**src/logic/rename_pkg.sv**
```systemverilog
`default_nettype none

package rename_pkg;

    // Register file sizes
    localparam int ARCH_REGS = 32;
    localparam int PHYS_REGS = 64;

    // Tags not held by the committed map at any time
    localparam int FREE_DEPTH = PHYS_REGS - ARCH_REGS;

    localparam int AREG_W = $clog2(ARCH_REGS);  // Architectural index
    localparam int TAG_W = $clog2(PHYS_REGS);   // Physical tag

    typedef logic [AREG_W-1:0] arch_reg_t;
    typedef logic [TAG_W-1:0] phys_tag_t;

endpackage

`default_nettype wire

```
**src/logic/free_list.sv**
```systemverilog
`timescale 1ns/10ps
`default_nettype none

module free_list (
    input  logic                         clk,
    input  logic                         rst,
    input  logic                         alloc,          // Pop at the tail
    input  logic                         release_valid,  // Push at the head
    input  rename_pkg::phys_tag_t        release_tag,
    input  logic                         flush,
    output rename_pkg::phys_tag_t        free_tag,
    output logic                         empty,
    output logic [rename_pkg::TAG_W-1:0] count
);

    // Queue index, and pointer with one wrap bit above it
    typedef logic [$clog2(rename_pkg::FREE_DEPTH)-1:0] idx_t;
    typedef logic [$clog2(rename_pkg::FREE_DEPTH):0] ptr_t;

    rename_pkg::phys_tag_t entries [rename_pkg::FREE_DEPTH];

    ptr_t head;         // Next slot to fill on release
    ptr_t tail;         // Next tag to hand out
    ptr_t commit_tail;  // Tail as seen by committed instructions
    ptr_t head_next;
    ptr_t tail_next;
    ptr_t commit_tail_next;

    idx_t head_idx;
    idx_t tail_idx;
    logic full;

    assign head_idx = idx_t'(head);
    assign tail_idx = idx_t'(tail);

    // Same index with different wrap bits means every slot holds a tag
    assign empty = (head == tail);
    assign full = (head_idx == tail_idx) && (head[$high(head)] != tail[$high(tail)]);
    assign count = head - tail;

    assign free_tag = entries[tail_idx];  // Oldest free tag

    always_comb begin
        head_next = head;
        commit_tail_next = commit_tail;
        tail_next = tail;

        if (release_valid) begin
            head_next = head + 1'b1;
            // Every commit retires one earlier allocation
            commit_tail_next = commit_tail + 1'b1;
        end

        if (flush) begin
            tail_next = commit_tail_next;  // Drop uncommitted allocations
        end else if (alloc) begin
            tail_next = tail + 1'b1;
        end
    end

    always_ff @(posedge clk) begin
        if (rst) begin
            head <= ptr_t'(rename_pkg::FREE_DEPTH);  // Starts full
            tail <= '0;
            commit_tail <= '0;
        end else begin
            head <= head_next;
            tail <= tail_next;
            commit_tail <= commit_tail_next;
        end
    end

    // Out of reset the queue holds the tags above the architectural range
    always_ff @(posedge clk) begin
        if (rst) begin
            for (int i = 0; i < rename_pkg::FREE_DEPTH; i++) begin
                entries[i] <= rename_pkg::phys_tag_t'(rename_pkg::ARCH_REGS + i);
            end
        end else if (release_valid) begin
            entries[head_idx] <= release_tag;
        end
    end

    // The top stalls rename before the queue runs dry
    no_alloc_when_empty: assert property (
        @(posedge clk) disable iff (rst) alloc |-> !empty
    );

    // A released tag always has a slot, since the committed map holds the rest
    no_release_when_full: assert property (
        @(posedge clk) disable iff (rst) release_valid |-> !full
    );

endmodule

`default_nettype wire

```
**src/logic/spec_map.sv**
```systemverilog
`timescale 1ns/10ps
`default_nettype none

module spec_map (
    input  logic                  clk,
    input  logic                  rst,
    input  rename_pkg::arch_reg_t rs1,
    input  rename_pkg::arch_reg_t rs2,
    input  rename_pkg::arch_reg_t rd,
    input  logic                  write,
    input  rename_pkg::phys_tag_t new_tag,
    input  logic                  flush,
    input  rename_pkg::phys_tag_t restore_map [rename_pkg::ARCH_REGS],
    output rename_pkg::phys_tag_t rs1_tag,
    output rename_pkg::phys_tag_t rs2_tag,
    output rename_pkg::phys_tag_t old_tag
);

    // Newest tag of each architectural register
    rename_pkg::phys_tag_t map [rename_pkg::ARCH_REGS];

    // Reads see the table before this cycle's write
    assign rs1_tag = map[rs1];
    assign rs2_tag = map[rs2];
    assign old_tag = map[rd];  // Tag that rd loses on rename

    always_ff @(posedge clk) begin
        if (rst) begin
            // Identity mapping
            for (int i = 0; i < rename_pkg::ARCH_REGS; i++) begin
                map[i] <= rename_pkg::phys_tag_t'(i);
            end
        end else if (flush) begin
            map <= restore_map;  // Back to the committed state
        end else if (write) begin
            map[rd] <= new_tag;
        end
    end

    // x0 keeps tag 0, so its entry is never renamed
    no_write_x0: assert property (
        @(posedge clk) disable iff (rst) write |-> (rd != '0)
    );

endmodule

`default_nettype wire

```
**src/logic/commit_map.sv**
```systemverilog
`timescale 1ns/10ps
`default_nettype none

module commit_map (
    input  logic                  clk,
    input  logic                  rst,
    input  logic                  commit_valid,
    input  rename_pkg::arch_reg_t commit_rd,
    input  rename_pkg::phys_tag_t commit_tag,
    output rename_pkg::phys_tag_t released_tag,
    output rename_pkg::phys_tag_t restore_map [rename_pkg::ARCH_REGS]
);

    rename_pkg::phys_tag_t map [rename_pkg::ARCH_REGS];
    rename_pkg::phys_tag_t map_next [rename_pkg::ARCH_REGS];

    always_comb begin
        map_next = map;
        if (commit_valid) begin
            map_next[commit_rd] = commit_tag;
        end
    end

    assign released_tag = map[commit_rd];  // Previous owner goes back to the free list

    // Flush in the commit cycle restores the post-commit mapping
    assign restore_map = map_next;

    always_ff @(posedge clk) begin
        if (rst) begin
            for (int i = 0; i < rename_pkg::ARCH_REGS; i++) begin
                map[i] <= rename_pkg::phys_tag_t'(i);
            end
        end else begin
            map <= map_next;
        end
    end

    // Instructions writing x0 allocate nothing and are never committed here
    no_commit_x0: assert property (
        @(posedge clk) disable iff (rst) commit_valid |-> (commit_rd != '0)
    );

    // A committing instruction must carry a freshly allocated tag
    commit_tag_is_new: assert property (
        @(posedge clk) disable iff (rst) commit_valid |-> (released_tag != commit_tag)
    );

endmodule

`default_nettype wire

```
**src/logic/rename_unit.sv**
```systemverilog
`timescale 1ns/10ps
`default_nettype none

module rename_unit (
    input  logic                         clk,
    input  logic                         rst,
    input  logic                         rename_valid,
    input  rename_pkg::arch_reg_t        rename_rd,
    input  rename_pkg::arch_reg_t        rename_rs1,
    input  rename_pkg::arch_reg_t        rename_rs2,
    input  logic                         commit_valid,
    input  rename_pkg::arch_reg_t        commit_rd,
    input  rename_pkg::phys_tag_t        commit_tag,
    input  logic                         flush,
    output rename_pkg::phys_tag_t        rs1_tag,
    output rename_pkg::phys_tag_t        rs2_tag,
    output rename_pkg::phys_tag_t        rd_tag,
    output rename_pkg::phys_tag_t        rd_old_tag,
    output logic                         rename_stall,
    output logic [rename_pkg::TAG_W-1:0] free_count
);

    logic                  rd_nonzero;
    logic                  accept;
    logic                  alloc;     // Pop the free list and write the map
    logic                  fl_empty;
    rename_pkg::phys_tag_t free_tag;
    rename_pkg::phys_tag_t old_tag;
    rename_pkg::phys_tag_t released_tag;
    rename_pkg::phys_tag_t restore_map [rename_pkg::ARCH_REGS];

    assign rd_nonzero = (rename_rd != '0);

    // Only an instruction that needs a tag waits for one
    assign rename_stall = rename_valid && rd_nonzero && fl_empty;
    assign accept = rename_valid && !flush && !rename_stall;
    assign alloc = accept && rd_nonzero;

    // x0 never renamed
    assign rd_tag = rd_nonzero ? free_tag : '0;
    assign rd_old_tag = rd_nonzero ? old_tag : '0;

    free_list u_free_list (
        .clk           (clk),
        .rst           (rst),
        .alloc         (alloc),
        .release_valid (commit_valid),
        .release_tag   (released_tag),
        .flush         (flush),
        .free_tag      (free_tag),
        .empty         (fl_empty),
        .count         (free_count)
    );

    spec_map u_spec_map (
        .clk         (clk),
        .rst         (rst),
        .rs1         (rename_rs1),
        .rs2         (rename_rs2),
        .rd          (rename_rd),
        .write       (alloc),
        .new_tag     (free_tag),
        .flush       (flush),
        .restore_map (restore_map),
        .rs1_tag     (rs1_tag),
        .rs2_tag     (rs2_tag),
        .old_tag     (old_tag)
    );

    commit_map u_commit_map (
        .clk          (clk),
        .rst          (rst),
        .commit_valid (commit_valid),
        .commit_rd    (commit_rd),
        .commit_tag   (commit_tag),
        .released_tag (released_tag),
        .restore_map  (restore_map)
    );

endmodule

`default_nettype wire

```
**config.mk**
```make
export PLATFORM = sky130hd
export DESIGN_NAME = rename_unit
export DESIGN_NICKNAME = d
export VERILOG_FILES = /design/src/logic/rename_pkg.sv /design/src/logic/free_list.sv /design/src/logic/spec_map.sv /design/src/logic/commit_map.sv /design/src/logic/rename_unit.sv
export SDC_FILE = /design/constraint.sdc
export NUM_CORES = 1
export LEC_CHECK = 0
export BUFFER_PORTS_ARGS = -buffer_cell sky130_fd_sc_hd__buf_2
export CAP_MARGIN = 20
export CORE_MARGIN = 2
export CORE_UTILIZATION = 40
export DETAILED_ROUTE_END_ITERATION = 8
export SLEW_MARGIN = 25
export SYNTH_ARGS = -nofsm -noshare
export SYNTH_HDL_FRONTEND = slang
export SYNTH_SLANG_ARGS = --single-unit
```
**constraint.sdc**
```tcl
create_clock -name clk -period 7.4 [get_ports clk]
set_input_delay 1.11 -clock clk [delete_from_list [all_inputs] [get_ports clk]]
set_output_delay 1.11 -clock clk [all_outputs]
set_load 0.1 [all_outputs]
```
# Word-level counts from Yosys, hierarchy flattened
# Memory sizes are Yosys's and may differ from the RTL's. A register that Yosys moved wholly into a read port is not among the register bits.
# Index checks and enable logic that the tools add are counted.
# classes
add_sub_neg	4
order_cmp	6
eq_ne	1
mux	36
bitwise	4
n_reduce_logical	12
# ops
cell	count
$mux W192	3
$bwmux W192	2
$bmux W6 S5	4
$mux W6	16
$demux W6 S5	2
$ge A6 B6 Y1 const B	4
$not A5 Y6	4
$add A6 B1 Y6 const B	3
$mux W5	3
$lt A6 B1 Y1 const B	2
$logic_and A1 B1 Y1	7
$eq A6 B6 Y1	1
$mux W1	6
$reduce_or A6 Y1	1
$sub A6 B6 Y6	1
$reduce_bool A5 Y1	1
$logic_not A1 Y1	2
$reduce_bool A2 Y1	1
# word_totals
reg_bits	402
ramBits	192
output_inout_bits	31
wordCells	131
memories	1
# memory_table
name	depth	width	rd	rd_ports_with_merged_regs	write_ports	line_no	rtl
u_free_list.entries	32	6	1	1	32	free_list.sv:20	rename_pkg::phys_tag_t entries [rename_pkg::FREE_DEPTH];

# Depth between registers and ports, before layout
# depth
word_depth	10
mapped_depth	10
mapped_depth_nobuf	8

# Hierarchy
# Synthesis repeated with hierarchy kept, for this count alone.
# unflattened
hier_cells	3302
area_unflattened_um2	34355.4
# by_module_without_submodules
mod	instances	cells_per_inst	area_each_um2	seq_area_each_um2
spec_map	1	1388	13945.9	3843.7
commit_map	1	1154	10131.0	3843.7
free_list	1	740	10129.7	6226.0
rename_unit	1	20	148.9	0.0

# Worst setup path after synthesis
# OpenSTA, ideal clock, no wires.
# synth_path
kind	input to output
start	input rename_rd[0]
end	output rd_old_tag[5]
t_arrival_ns	4.211
required_time_ns	6.290
path_slack_ns	2.079
path_stages	6
cell_sequence	buf_2 > buf_1 > buf_2 > mux4_2 > a22oi_1 > a31oi_1
# synth_between
elab_chain_cells	5
elab_cells_between_ends	6
# synth_lines
item	line_no	rtl
start: declaration	rename_unit.sv:8	input rename_pkg::arch_reg_t rename_rd,
$not A5 Y6 (not written as such)	spec_map.sv:25	assign old_tag = map[rd];
$bmux W6 S5	spec_map.sv:25	
$mux W6 (not written as such) (2 in a row)	spec_map.sv:25	
$mux W6 (*)	rename_unit.sv:41	assign rd_old_tag = rd_nonzero ? old_tag : '0;
end: declaration	rename_unit.sv:18	output rename_pkg::phys_tag_t rd_old_tag,
# Every way passes the cells marked *; elsewhere a longest branch is shown, timed or not. The select of a mux whose other input is x is not followed.

==> run_results.csv <==
group,metric,value,unit
run_status,status,"finished, final reports clean",
critical_path,rrSetupSlack,3.44,ns
route,wl,112,mm
route,drc,0,
placement,dp_hpwl,79.3,mm
cts,ctsHoldBuffers,0,
power,power.leakage,10.9,nW
power,seqPwrFrac,0.442,
timing,period_needed,4.91,ns
synthesis,synthCells,2558,
layout,area_growth,11.2,%
route,routedWlPerCell,31.5,um
cts,cts_root_buf,"clkbuf_16",
grt,grt_max_degree,244,
synthesis,synth_top_area_frac,0.265,
critical_path,reg2reg_depth,8,
placement,gp_congestion,0.985,
synthesis,ys_seq_area_frac,0.453,
timing,setup_viol,0,
run,maxCapViolCount,0,
power,p_switching,0.00227,W
critical_path,cp.arrival,3.80,ns
synthesis,synth_edf_count,192,
synthesis,yosysUniqueCellTypes,57,
timing,slew_headroom,0.199,
synthesis,netlist_area,30700,sq um
timing,finalMaxSlewViolations,0,
timing,fin_crit_sh,0.664,
critical_path,crit_slowest_cell,"dfxtp_2",
cts,cts_buffers,67,
critical_path,endpoint_kind,"primary output",
synthesis,syn-num-nets,2601,
floorplan,start_util,0.404,
timing,max_freq,203,MHz
cts,clk_latency,0.61,ns
floorplan,placeableCoreArea,75900,sq um
worst_hold_path,whs_path_depth,2,
placement,io_buffers,61,
critical_path,r2r-start,"u_free_list.head[2]$_SDFFE_PP0P_",
power,p_int,0.00574,W
cts,clockBufferDepth,3,
cts,cts_num_sinks,599,
floorplan,die_h,281,um
layout,final_common_cell,"dfxtp_1",
route,drtIter0Drc,3161,
power,power.density,234,nW/um^2
synthesis,avgSynthCellArea,12.0,sq um
cts,ctsResizeCount,0,
timing,tns,0,ns
grt,track_usage,0.284,
synthesis,ys_ff_latch,599,
synthesis,synth_top_area_cell,"dfxtp_1",
grt,overflow,0,
floorplan,ios,62,
critical_path,cp_data_required_time,6.29,ns
worst_hold_path,hp-start,"u_commit_map.map[28]$_SDFF_PP1_",
synthesis,synth_area_leaders,"dfxtp_1 (27%), mux4_2 (21%), edfxtp_1 (19%), mux2_2 (4.4%), mux2i_1 (3.2%)",
cts,cts_tree,"done",
layout,nNetsFinal,2531,
power,pwr-share-comb,0.137,
layout,drive_gt1_frac,0.287,
route,drtAntennaViolNets,0,
critical_path,worstSetupPathType,"reg -> out",
synthesis,synth_warnings,0,
worst_hold_path,min_to,"u_commit_map.map[28]$_SDFF_PP1_",
power,power.total,0.00800,W
grt,grt_pass1_wl,162,mm
timing,rsz0062_at_grt,"false",
grt,grt_pass1_vias,23044,
synthesis,synthArstFlopShare,0,
critical_path,rr_endpoint,"u_spec_map.map[143]$_SDFFE_PP0P_",
timing,tightest_slew,1.19,ns
layout,most-common-layout-cells,"dfxtp_1 (405), mux4_2 (288), nor2_1 (242), nand2_1 (194), edfxtp_1 (192)",
floorplan,num_rows,101,
route,routed_via_density,6.58,
route,first_pass_iters,6,
cts,clk_pin_slew,0.06,ns
timing,finalHoldViolCount,0,
cts,postCtsSetupBuffers,0,
power,clkPwrFrac,0.421,
critical_path,crit_chain,"buf_4 -> mux4_2 -> mux4_2 -> mux2i_4 -> buf_4 -> nor2_1 -> buf_2",
floorplan,die_area,79000,sq um
synthesis,synth_flop_cell,"dfxtp_1",
grt,antenna_found_initial,5,
critical_path,cp_max_fo,29,
critical_path,critPathLaunchType,"flip-flop",
floorplan,die_x,281,um
power,vdd_drop_max,0.186,mV
power,netSwitchingFraction,0.283,
route,vias,23502,
timing,fin_skew,0.0276,ns
critical_path,max_stage_delay,0.69,ns
cts,htree_levels,3,
worst_hold_path,hp-class,"reg -> reg",
-- registers in the layout, summed over array words and instances (netlist names), named ones only --
name,cells
u_free_list.commit_tail,6
u_free_list.tail,6
u_commit_map.map,192
u_spec_map.map,192
u_free_list.head,6
u_free_list.entries,192
-- per-stage QoR --
step | setup slack [ns] | instances | util | instance area [sq um] | hold WS [ns]
finish | 2.49 | 3571 | 0.449 | 34100 | 0.508
floorplan | 2.08 | 2558 | - | 30700 | 0.460
global route | 2.32 | 3567 | 0.449 | 34100 | 0.532
global placement | 2.57 | 3445 | 0.419 | 31800 | 0.482
detailed placement | 2.60 | 3446 | 0.419 | 31800 | 0.489
CTS | 2.35 | 3564 | 0.448 | 34000 | 0.505
-- kinds of logic (layout without fill, tap and decap cells) --
logic type,count (synthesis),count (layout),synth area share
AND/OR/NAND/NOR,730,730,0.113
other,0,4,0
multiplexers,506,506,0.287
adder cells (fa/ha/maj),12,12,0.00514
buffers and inverters,254,233,0.0333
XOR/XNOR,18,18,0.00514
AO/OA/AOI/OAI,439,439,0.103
flip-flops,599,599,0.453
-- worst max-delay path, delay by kind of cell (launching register included) --
kind	cells	cell delay (ns)
buf+inv	3	1.30
flops	1	0.69
simple gates	1	0.07
mux	3	1.09
-- area by class of cell --
class / instances / area [sq um]
Fill cell: 6926 / 41800
Multi-Input combinational cell: 1705 / 15900
Sequential cell: 599 / 13900
Clock buffer: 86 / 1820
Tap cell: 1030 / 1290
Timing Repair Buffer: 103 / 742
Clock inverter: 32 / 362
Inverter: 12 / 45.0
Antenna cell: 4 / 10.0
-- cell usage after synthesis, types with 32 or more instances --
| cell | number |
|---|---|
| nor2_1 | 243 |
| edfxtp_1 | 192 |
| a2bb2oi_1 | 32 |
| or2_2 | 87 |
| mux4_2 | 288 |
| buf_2 | 36 |
| mux2_2 | 121 |
| nand2b_1 | 49 |
| dfxtp_1 | 407 |
| a221oi_1 | 67 |
| a21oi_1 | 41 |
| clkbuf_1 | 176 |
| mux2i_1 | 97 |
| o21ai_0 | 49 |
| a22oi_1 | 60 |
| o22ai_1 | 78 |
| nand2_1 | 194 |
| nor2b_1 | 54 |
-- worst max path at each step --
stage,end,depth (start not counted),startpoint
final,rd_tag[1],7,flip-flop
after global routing,rd_tag[1],7,flip-flop
after CTS,rd_tag[1],6,flip-flop
after detailed placement,rs1_tag[2],5,rename_rs1[0]
after global placement,rd_old_tag[4],7,rename_rd[0]
after floorplan,rd_old_tag[5],6,rename_rd[0]
-- power groups by stage --
stage	Combinational [W]	Sequential (W)	Clock, W
after detailed placement	0.00106	0.00361	0
after global placement	0.00105	0.00361	0
after floorplan	0.000765	0.00355	0
final	0.00110	0.00354	0.00337
after global routing	0.00114	0.00354	0.00353
after CTS	0.00107	0.00354	0.00341
-- routing by layer --
layer | part of all wire | up-vias | GRT usage
li1 | - | 9702 | -
met1 | 0.39 | 12155 | 0.370
met2 | 0.45 | 1348 | 0.442
met3 | 0.088 | 297 | 0.0554
met4 | 0.064 | 0 | 0.162
met5 | 0 | - | 0
(Power assumes the default switching activity.)
